$ cat src/amul_pkg.sv
`default_nettype none

package amul_pkg;

  // Operand and result widths
  typedef logic [15:0] operand_t;
  typedef logic [31:0] product_t;

  // Operand halves and their 8x8 products
  typedef logic [7:0]  byte_t;
  typedef logic [15:0] quad_t;

  // APB register offsets
  typedef logic [7:0] reg_addr_t;

  localparam reg_addr_t REG_OPA    = 8'h00;
  localparam reg_addr_t REG_OPB    = 8'h04;
  localparam reg_addr_t REG_CTRL   = 8'h08;
  localparam reg_addr_t REG_STATUS = 8'h0C;
  localparam reg_addr_t REG_RESULT = 8'h10;

  // Control FSM
  typedef enum logic [1:0] {
    IDLE,
    BUSY,
    DONE
  } ctrl_state_t;

  // Cycles from issue to res_valid
  localparam int PIPE_LAT = 2;

endpackage

`default_nettype wire

$ cat src/amul_if.sv
`timescale 1ns/1ps
`default_nettype none

interface amul_if import amul_pkg::*; ();

  logic     issue;
  operand_t a;
  operand_t b;
  logic     approx;
  logic     res_valid;
  product_t product;

  modport ctrl (
    output issue, a, b, approx,
    input  res_valid, product
  );

  modport pipe (
    input  issue, a, b, approx,
    output res_valid, product
  );

endinterface

`default_nettype wire

$ cat src/quadrant_mul8.sv
`timescale 1ns/1ps
`default_nettype none

module quadrant_mul8 import amul_pkg::*; #(
  parameter int APPROX_ALLOWED = 1
) (
  input  byte_t x,
  input  byte_t y,
  input  logic  approx,
  output quad_t p
);

  quad_t exact;
  quad_t appr;
  logic  t_hh;
  logic  t_hl;
  logic  t_lh;

  // Array form: one AND row per bit of y
  always_comb begin
    exact = '0;
    for (int i = 0; i < 8; i++) begin
      exact = exact + (quad_t'(x & {8{y[i]}}) << i);
    end
  end

  // Top corner only, bits 7 and 6 of each input
  assign t_hh = x[7] & y[7];
  assign t_hl = x[7] & y[6];
  assign t_lh = x[6] & y[7];

  always_comb begin
    appr     = '0;
    appr[15] = t_hh;
    appr[14] = t_hh ^ (t_hl & t_lh) ^ (t_hl | t_lh | t_hh);
  end

  assign p = ((APPROX_ALLOWED != 0) && approx) ? appr : exact;

endmodule

`default_nettype wire

$ cat src/cla_adder.sv
`timescale 1ns/1ps
`default_nettype none

module cla_adder #(
  parameter int WIDTH = 32
) (
  input  logic [WIDTH-1:0] a,
  input  logic [WIDTH-1:0] b,
  input  logic             cin,
  output logic [WIDTH-1:0] sum,
  output logic             cout
);

  localparam int NG = WIDTH / 4;

  logic [WIDTH-1:0] p;
  logic [WIDTH-1:0] g;
  logic [NG-1:0]    grp_p;
  logic [NG-1:0]    grp_g;
  logic [NG:0]      cc;

  assign p     = a ^ b;
  assign g     = a & b;
  assign cc[0] = cin;
  assign cout  = cc[NG];

  for (genvar k = 0; k < NG; k++) begin : g_grp
    logic [3:0] gp;
    logic [3:0] gg;
    logic [3:0] c;

    assign gp = p[4*k +: 4];
    assign gg = g[4*k +: 4];

    assign grp_p[k] = &gp;
    assign grp_g[k] = gg[3] | (gp[3] & gg[2]) | (gp[3] & gp[2] & gg[1]) |
                      (gp[3] & gp[2] & gp[1] & gg[0]);

    // Carry into the next group
    assign cc[k+1] = grp_g[k] | (grp_p[k] & cc[k]);

    // Local lookahead inside the group
    assign c[0] = cc[k];
    assign c[1] = gg[0] | (gp[0] & cc[k]);
    assign c[2] = gg[1] | (gp[1] & gg[0]) | (gp[1] & gp[0] & cc[k]);
    assign c[3] = gg[2] | (gp[2] & gg[1]) | (gp[2] & gp[1] & gg[0]) |
                  (gp[2] & gp[1] & gp[0] & cc[k]);

    assign sum[4*k +: 4] = gp ^ c;
  end

endmodule

`default_nettype wire

$ cat src/product_pipe.sv
`timescale 1ns/1ps
`default_nettype none

module product_pipe import amul_pkg::*; (
  input logic    clk,
  input logic    rst_n,
  amul_if.pipe   bus
);

  byte_t    a_hi;
  byte_t    a_lo;
  byte_t    b_hi;
  byte_t    b_lo;
  quad_t    ll;
  quad_t    lh;
  quad_t    hl;
  quad_t    hh;
  quad_t    ll_q;
  quad_t    lh_q;
  quad_t    hl_q;
  quad_t    hh_q;
  logic     v1;
  product_t part_sum;
  product_t full_sum;

  assign a_hi = bus.a[15:8];
  assign a_lo = bus.a[7:0];
  assign b_hi = bus.b[15:8];
  assign b_lo = bus.b[7:0];

  quadrant_mul8 #(.APPROX_ALLOWED(1)) mul_ll (.x(a_lo), .y(b_lo), .approx(bus.approx), .p(ll));
  quadrant_mul8 #(.APPROX_ALLOWED(1)) mul_lh (.x(a_lo), .y(b_hi), .approx(bus.approx), .p(lh));
  quadrant_mul8 #(.APPROX_ALLOWED(1)) mul_hl (.x(a_hi), .y(b_lo), .approx(bus.approx), .p(hl));
  // High quadrant carries most of the weight, kept exact
  quadrant_mul8 #(.APPROX_ALLOWED(0)) mul_hh (.x(a_hi), .y(b_hi), .approx(bus.approx), .p(hh));

  // Stage 1
  always_ff @(posedge clk) begin
    if (!rst_n) begin
      v1 <= 1'b0;
    end else begin
      v1 <= bus.issue;
    end
  end

  always_ff @(posedge clk) begin
    if (bus.issue) begin
      ll_q <= ll;
      lh_q <= lh;
      hl_q <= hl;
      hh_q <= hh;
    end
  end

  // HH:LL plus both cross products at offset 8
  cla_adder #(.WIDTH(32)) add_lh (
    .a    ({hh_q, ll_q}),
    .b    ({8'h00, lh_q, 8'h00}),
    .cin  (1'b0),
    .sum  (part_sum),
    .cout ()
  );

  cla_adder #(.WIDTH(32)) add_hl (
    .a    (part_sum),
    .b    ({8'h00, hl_q, 8'h00}),
    .cin  (1'b0),
    .sum  (full_sum),
    .cout ()
  );

  // Stage 2
  always_ff @(posedge clk) begin
    if (!rst_n) begin
      bus.res_valid <= 1'b0;
    end else begin
      bus.res_valid <= v1;
    end
  end

  always_ff @(posedge clk) begin
    if (v1) begin
      bus.product <= full_sum;
    end
  end

endmodule

`default_nettype wire

$ cat src/amul_ctrl.sv
`timescale 1ns/1ps
`default_nettype none

module amul_ctrl import amul_pkg::*; #(
  parameter int ADDR_W = 8
) (
  input  logic              clk,
  input  logic              rst_n,
  input  logic              psel,
  input  logic              penable,
  input  logic              pwrite,
  input  logic [ADDR_W-1:0] paddr,
  input  logic [31:0]       pwdata,
  output logic [31:0]       prdata,
  output logic              pready,
  output logic              pslverr,
  output logic              irq,
  amul_if.ctrl              bus
);

  ctrl_state_t state;
  operand_t    opa;
  operand_t    opb;
  logic        approx_q;
  product_t    result;
  logic        access;
  logic        mapped;
  logic        hit_ctrl;
  logic        start_req;
  logic        start_ok;
  logic        wr_ok;
  logic        busy;
  logic        done;
  logic [31:0] rd_val;

  assign busy = (state == BUSY);
  assign done = (state == DONE);
  assign irq  = done;

  // APB access phase, always zero wait
  assign access    = psel & penable;
  assign pready    = 1'b1;
  assign hit_ctrl  = (paddr == ADDR_W'(REG_CTRL));
  assign start_req = access & pwrite & hit_ctrl & pwdata[0];
  assign pslverr   = access & (~mapped | (start_req & busy));
  assign wr_ok     = access & pwrite & ~pslverr;
  assign start_ok  = start_req & ~pslverr;

  always_comb begin
    mapped = 1'b1;
    rd_val = '0;
    case (paddr)
      ADDR_W'(REG_OPA):    rd_val = {16'h0000, opa};
      ADDR_W'(REG_OPB):    rd_val = {16'h0000, opb};
      ADDR_W'(REG_CTRL):   rd_val = {30'h0, approx_q, 1'b0};
      ADDR_W'(REG_STATUS): rd_val = {30'h0, done, busy};
      ADDR_W'(REG_RESULT): rd_val = result;
      default:             mapped = 1'b0;
    endcase
  end

  assign prdata = (access && !pwrite && !pslverr) ? rd_val : '0;

  // Operands and mode go straight to the pipeline
  assign bus.a      = opa;
  assign bus.b      = opb;
  assign bus.approx = approx_q;

  always_ff @(posedge clk) begin
    if (!rst_n) begin
      opa      <= '0;
      opb      <= '0;
      approx_q <= 1'b0;
    end else if (wr_ok) begin
      case (paddr)
        ADDR_W'(REG_OPA):  opa <= pwdata[15:0];
        ADDR_W'(REG_OPB):  opb <= pwdata[15:0];
        ADDR_W'(REG_CTRL): approx_q <= pwdata[1];
        default: ;
      endcase
    end
  end

  always_ff @(posedge clk) begin
    if (!rst_n) begin
      result <= '0;
    end else if (bus.res_valid) begin
      result <= bus.product;
    end
  end

  // Issue goes out the cycle after the start write
  always_ff @(posedge clk) begin
    if (!rst_n) begin
      bus.issue <= 1'b0;
    end else begin
      bus.issue <= start_ok;
    end
  end

  always_ff @(posedge clk) begin
    if (!rst_n) begin
      state <= IDLE;
    end else begin
      case (state)
        IDLE: begin
          if (start_ok) begin
            state <= BUSY;
          end
        end
        BUSY: begin
          if (bus.res_valid) begin
            state <= DONE;
          end
        end
        DONE: begin
          // A new start clears done and irq
          if (start_ok) begin
            state <= BUSY;
          end
        end
        default: state <= IDLE;
      endcase
    end
  end

endmodule

`default_nettype wire

$ cat src/amul_top.sv
`timescale 1ns/1ps
`default_nettype none

module amul_top #(
  parameter int ADDR_W = 8
) (
  input  logic              clk,
  input  logic              rst_n,
  input  logic              psel,
  input  logic              penable,
  input  logic              pwrite,
  input  logic [ADDR_W-1:0] paddr,
  input  logic [31:0]       pwdata,
  output logic [31:0]       prdata,
  output logic              pready,
  output logic              pslverr,
  output logic              irq
);

  amul_if bus0 ();

  amul_ctrl #(.ADDR_W(ADDR_W)) ctrl0 (
    .clk     (clk),
    .rst_n   (rst_n),
    .psel    (psel),
    .penable (penable),
    .pwrite  (pwrite),
    .paddr   (paddr),
    .pwdata  (pwdata),
    .prdata  (prdata),
    .pready  (pready),
    .pslverr (pslverr),
    .irq     (irq),
    .bus     (bus0.ctrl)
  );

  product_pipe pipe0 (
    .clk   (clk),
    .rst_n (rst_n),
    .bus   (bus0.pipe)
  );

endmodule

`default_nettype wire

$ cat config.mk
export PLATFORM = sky130hd
export DESIGN_NAME = amul_top
export DESIGN_NICKNAME = d
export VERILOG_FILES = /design/src/amul_pkg.sv /design/src/amul_if.sv /design/src/quadrant_mul8.sv /design/src/cla_adder.sv /design/src/product_pipe.sv /design/src/amul_ctrl.sv /design/src/amul_top.sv
export SDC_FILE = /design/constraint.sdc
export NUM_CORES = 1
export LEC_CHECK = 0
export BUFFER_PORTS_ARGS = -buffer_cell sky130_fd_sc_hd__buf_2
export CORE_AREA = 4 4 246 248
export CTS_CLUSTER_DIAMETER = 50
export DETAILED_ROUTE_END_ITERATION = 12
export DIE_AREA = 0 0 250 252
export PLACE_DENSITY_LB_ADDON = 0.12
export SKIP_LAST_GASP = 1
export SLEW_MARGIN = 20
export SYNTH_ARGS = -nofsm -noshare
export SYNTH_HDL_FRONTEND = slang
export SYNTH_HIERARCHICAL = 1
export SYNTH_SLANG_ARGS = --single-unit
$ cat constraint.sdc
create_clock -name clk -period 6.65 [get_ports clk]
set_input_delay 1.33 -clock clk [delete_from_list [all_inputs] [get_ports clk]]
set_output_delay 1.33 -clock clk [all_outputs]
set_load 0.02 [all_outputs]
-- Word-level counts from Yosys, hierarchy flattened
Index checks and enable logic that the tools add are counted.
- register bits: 166
- input bits: 45
- output and inout bits: 35
- add/sub/neg operators: 28
- equal/unequal tests: 8
- mux-type cells: 9
- bitwise logic cells: 447
- reductions and logical operators: 24
- operators with widths (operator ; count):
    $and A8 B8 Y8 ; 32
    $and A1 B1 Y1 ; 236
    $pmux W32 S5 ; 1
    $or A1 B1 Y1 ; 151
    $add A16 B10 Y16 ; 4
    $add A16 B11 Y16 ; 4
    $add A16 B12 Y16 ; 4
    $add A16 B13 Y16 ; 4
    $add A16 B14 Y16 ; 4
    $add A16 B15 Y16 ; 4
    $add A16 B9 Y16 ; 4
    $xor A32 B24 Y32 ; 2
    $xor A4 B4 Y4 ; 16
    $and A31 B24 Y31 ; 2
    $mux W16 ; 3
    $reduce_and A4 Y1 ; 12
    $mux W32 ; 1
    $eq A8 B4 Y1 const B ; 2
    $eq A8 B3 Y1 const B ; 1
    $eq A8 B5 Y1 const B ; 1
    $logic_not A8 Y1 ; 1
    $reduce_and A2 Y1 ; 4
    $xor A1 B1 Y1 ; 6
    $reduce_or A5 Y1 ; 1
    11 further kinds ; 16

-- Logic depth before layout (Yosys ltp)
- depth in word-level cells: 40
- mapped depth: 22
- mapped depth without buffers: 22

-- By module
The synthesis kept the hierarchy.
- modules (own cells, without submodules) (module ; times used ; cells an instance ; area an instance (µm²) ; seq. area each (µm²)):
    amul_ctrl ; 1 ; 322 ; 3296.9 ; 1361.3
    product_pipe ; 1 ; 101 ; 2939.1 ; 2922.8
    cla_adder ; 2 ; 171 ; 1392.6 ; 0.0
    quadrant_mul8 at pipe0.mul_ll ; 1 ; 262 ; 2147.1 ; 0.0
    quadrant_mul8 at pipe0.mul_hl ; 1 ; 260 ; 2119.5 ; 0.0
    quadrant_mul8 at pipe0.mul_lh ; 1 ; 260 ; 2108.3 ; 0.0
    quadrant_mul8 at pipe0.mul_hh ; 1 ; 233 ; 1973.1 ; 0.0

-- Worst setup path before layout
OpenSTA, ideal clock, no wires.
- path type: register to register
- from: reg ctrl0.opb[4], in the netlist ctrl0/bus.b[4]
- to: reg pipe0.ll_q[14], data pin
- arrival time: 4.988 ns
- setup slack: 1.403 ns
- cell stages (with the launch flop): 21
- cell sequence: dfxtp_1 > and2_1 > fa_1 > fa_1 > inv_1 > fa_1 > inv_1 > ha_1 > and3_1 > a2111oi_4 > o21bai_1 > a21oi_1 > xor2_1 > fa_1 > inv_1 > ha_1 > inv_1 > nor2_1 > a21boi_1 > o21a_1 > o31a_1
- cells in the longest elaborated chain, start to end: 6
- RTL lines (what ; line ; text):
    start: declaration ; amul_ctrl.sv:23 ; operand_t opb;
    start signal: assignment ; amul_ctrl.sv:77 ; ADDR_W'(REG_OPB): opb <= pwdata[15:0];
    $and A8 B8 Y8 ; quadrant_mul8.sv:23 ; exact = exact + (quad_t'(x & {8{y[i]}}) << i);
    $add A16 B12 Y16 ; quadrant_mul8.sv:23 ;
    $add A16 B13 Y16 ; quadrant_mul8.sv:23 ;
    $add A16 B14 Y16 ; quadrant_mul8.sv:23 ;
    $add A16 B15 Y16 ; quadrant_mul8.sv:23 ;
    $mux W16 ; quadrant_mul8.sv:38 ; assign p = ((APPROX_ALLOWED != 0) && approx) ? appr : exact;
    via pipe0.ll[14] ; product_pipe.sv:14 ; quad_t ll;
    end signal: assignment ; product_pipe.sv:48 ; ll_q <= ll;
    end: declaration ; product_pipe.sv:18 ; quad_t ll_q;
The timed path passes the listed nets, and every way through them passes these cells.
A chain may end at the register's enable or synchronous reset.

-- Worst setup path in the final report
- from: reg ctrl0.opa[6], in the netlist ctrl0/bus.a[6]
- to: reg pipe0.ll_q[14], data pin
- cells in the longest elaborated chain, start to end: 9
- RTL lines (what ; line ; text):
    start: declaration ; amul_ctrl.sv:22 ; operand_t opa;
    start signal: assignment ; amul_ctrl.sv:76 ; ADDR_W'(REG_OPA): opa <= pwdata[15:0];
    $and A8 B8 Y8 ; quadrant_mul8.sv:23 ;
    $add A16 B9 Y16 ; quadrant_mul8.sv:23 ;
    $add A16 B10 Y16 ; quadrant_mul8.sv:23 ;
    $add A16 B11 Y16 ; quadrant_mul8.sv:23 ;
    $add A16 B12 Y16 ; quadrant_mul8.sv:23 ;
    $add A16 B13 Y16 ; quadrant_mul8.sv:23 ;
    $add A16 B14 Y16 ; quadrant_mul8.sv:23 ;
    $add A16 B15 Y16 ; quadrant_mul8.sv:23 ;
    $mux W16 * ; quadrant_mul8.sv:38 ;
    via pipe0.ll[14] ; product_pipe.sv:14 ;
Mark *: on every way through the listed nets, which the timed path passes. The rest lies on a longest branch.

==> run_results.csv <==
group,metric,value,unit
grt,grtUsageTotal,14.7,%
worst_setup_path,arrival,6170,ps
routing,ant_nets,0,
placed_design,gp_congestion,0.788,
floorplanning,ios,80,
clock_network,clock_path_buffers,2,
job,maxCapViolations,0,
floorplanning,fp.dieArea,63000,um2
sta,hold_violations,0,
grt,busiest_layer,"met2",
clock_network,numCtsBuffers,17,
sta,setup_viol,0,
synthesis,ys_warn_count,6,
floorplanning,coreArea,58500,um2
worst_setup_path,cp-start-kind,"register",
grt,use_met2,23.9,%
worst_setup_path,cp-end-kind,"register",
worst_setup_path,crit_fanout,16,
synthesis,syn_inst,1778,
finish,fin_cells,2700,
routing,totalWireLength,44700,um
routing,routed_via_density,4.61,
grt,grt_first_pass_wirelength,73200,um
synthesis,synth_area_per_cell,9.76,um2
grt,met3_usage,2.56,%
routing,drtPass1Iterations,5,
clock_network,cts_hold_buf,0,
clock_network,tritoncts,"yes",
routing,drc,0,
clock_network,clkTransAtPathRegs,70,ps
sta,finalSetupTns,0,ps
clock_network,cts_setup_buffers,0,
power_and_ir_drop,peakVddDrop,0.168,mV
floorplanning,start_util,29.7,%
clock_network,htree_num_levels,4,
grt,grt_start_max_net_pins,73,
synthesis,syn_area,17400,um2
clock_network,postCtsResizedCells,0,
min_path,whs_path_depth,2,
placed_design,dp_hpwl,34300,um
power_and_ir_drop,p_sw_share,25.2,%
run_status,status,"finished clean",
sta,worst_pin_slew,952,ps
routing,vias,12500,
grt,grt_overflow,0,
routing,drt_iter0_drc,471,
finish,utilization,33.5,%
finish,area_delta_synth_final,12.7,%
clock_network,clk_latency,480,ps
routing,wire_per_inst,16.5,um
placed_design,dp.cells,2668,
worst_setup_path,crit_type,"register to register",
finish,n_antenna_cell,0,
sta,drv_slew,0,
finish,finalNetCount,2297,
grt,grt_use_met1,20.6,%
placed_design,port_buffers,62,
floorplanning,die_h,252,um
clock_network,clock_sinks,166,
power_and_ir_drop,power.density,117,nW/um2
power_and_ir_drop,seq_power_share,47.5,%
clock_network,cts-root-buf,"clkbuf_16",
power_and_ir_drop,p_int,0.00171,W
floorplanning,die_w,250,um
floorplanning,row_count,89,
sta,rsz0062_at_grt,"false",
grt,antenna_found_initial,2,
sta,relSlewSlack,36.5,%
sta,period_needed,5950,ps
sta,fmax,0.168,GHz
sta,holdWs,508,ps
worst_setup_path,required,6870,ps
power_and_ir_drop,combPwrFrac,7.8,%
grt,grt_pass1_vias,13300,
worst_setup_path,rr_worst_depth,20,
power_and_ir_drop,switchingPower,0.000574,W
sta,min_period_over_period,89.4,%
power_and_ir_drop,p_clk_share,44.7,%
finish,drive_gt1_share,10.5,%
min_path,worst_hold_path_type,"register to register",
sta,clock_skew,13.8,ps
power_and_ir_drop,leakagePower,8.87,nW
path summary, 6_finish.rpt:
path | startpoint | end | slack, ps
min | ctrl0/result[18]$_SDFFE_PN0P_ | ctrl0/result[18]$_SDFFE_PN0P_ | 510
max reg2reg | ctrl0/bus.a[6]$_SDFFE_PN0P_ | pipe0/ll_q[14]$_DFFE_PP_ | 700
max | ctrl0/bus.a[6]$_SDFFE_PN0P_ | pipe0/ll_q[14]$_DFFE_PP_ | 700
min reg2reg | ctrl0/result[18]$_SDFFE_PN0P_ | ctrl0/result[18]$_SDFFE_PN0P_ | 510
power by group through the flow:
stage | logic (W) | registers (W) | clock network [W]
finish | 0.000178 | 0.00108 | 0.00102
CTS | 0.000171 | 0.00108 | 0.00107
detailed placement | 0.000170 | 0.00111 | 0
global route | 0.000204 | 0.00108 | 0.00110
floorplan | 0.000132 | 0.00111 | 0
global placement | 0.000169 | 0.00111 | 0
worst max-delay path, stage by stage (launching register included):
cell and delay [ps]:
dfxtp_1 860, and2_1 250, fa_1 430, fa_1 490
inv_1 50, fa_1 480, inv_1 40, ha_1 330
and3_1 230, a2111oi_4 430, o21bai_1 120, a21oi_1 190
xor2_1 110, fa_1 540, inv_1 40, ha_1 260
inv_1 80, nor2_1 170, a21boi_1 120, o21a_1 180
o31a_1 290
final cells by class:
type / instances / area, um2
fillers: 6126 / 38900
clock buffers: 18 / 450
well taps: 773 / 967
clock inverters: 14 / 143
flip-flops and latches: 166 / 4290
inverters: 217 / 815
repair buffers: 106 / 641
multi-input cells: 1406 / 12300
routing by layer:
layer	up-vias	part of all wire, %
li1	6190	-
met1	6087	50
met2	148	45
met3	32	3.1
met4	0	1.5
met5	-	0
through the flow:
stage               worst slack [ps]  area, um2  power (W)
floorplan                       1400      17500    0.00124
global placement                 737      19000    0.00128
CTS                              689      19600    0.00232
global route                     247      19600    0.00239
detailed placement               709      19000    0.00128
finish                           704      19600    0.00228
placed cells by master (no fill, tap or decap), types with 66 or more instances in the layout:
| cell type | n |
|---|---|
| inv_1 | 216 |
| and2_1 | 178 |
| nand2_1 | 145 |
| dfxtp_1 | 67 |
| mux2i_1 | 66 |
| ha_1 | 186 |
| nor2b_1 | 99 |
| edfxtp_1 | 96 |
| nor2_1 | 72 |
| fa_1 | 152 |
sequential cells by signal, summed over array words and instances, names as in the netlist, 2 cells and up:
signal             count
ctrl0/state            2
pipe0/lh_q            16
ctrl0/bus.a           16
pipe0/ll_q            16
ctrl0/bus.b           16
ctrl0/result          32
pipe0/bus.product     32
pipe0/hl_q            16
pipe0/hh_q            16
Power figures use the tool's default switching activity.
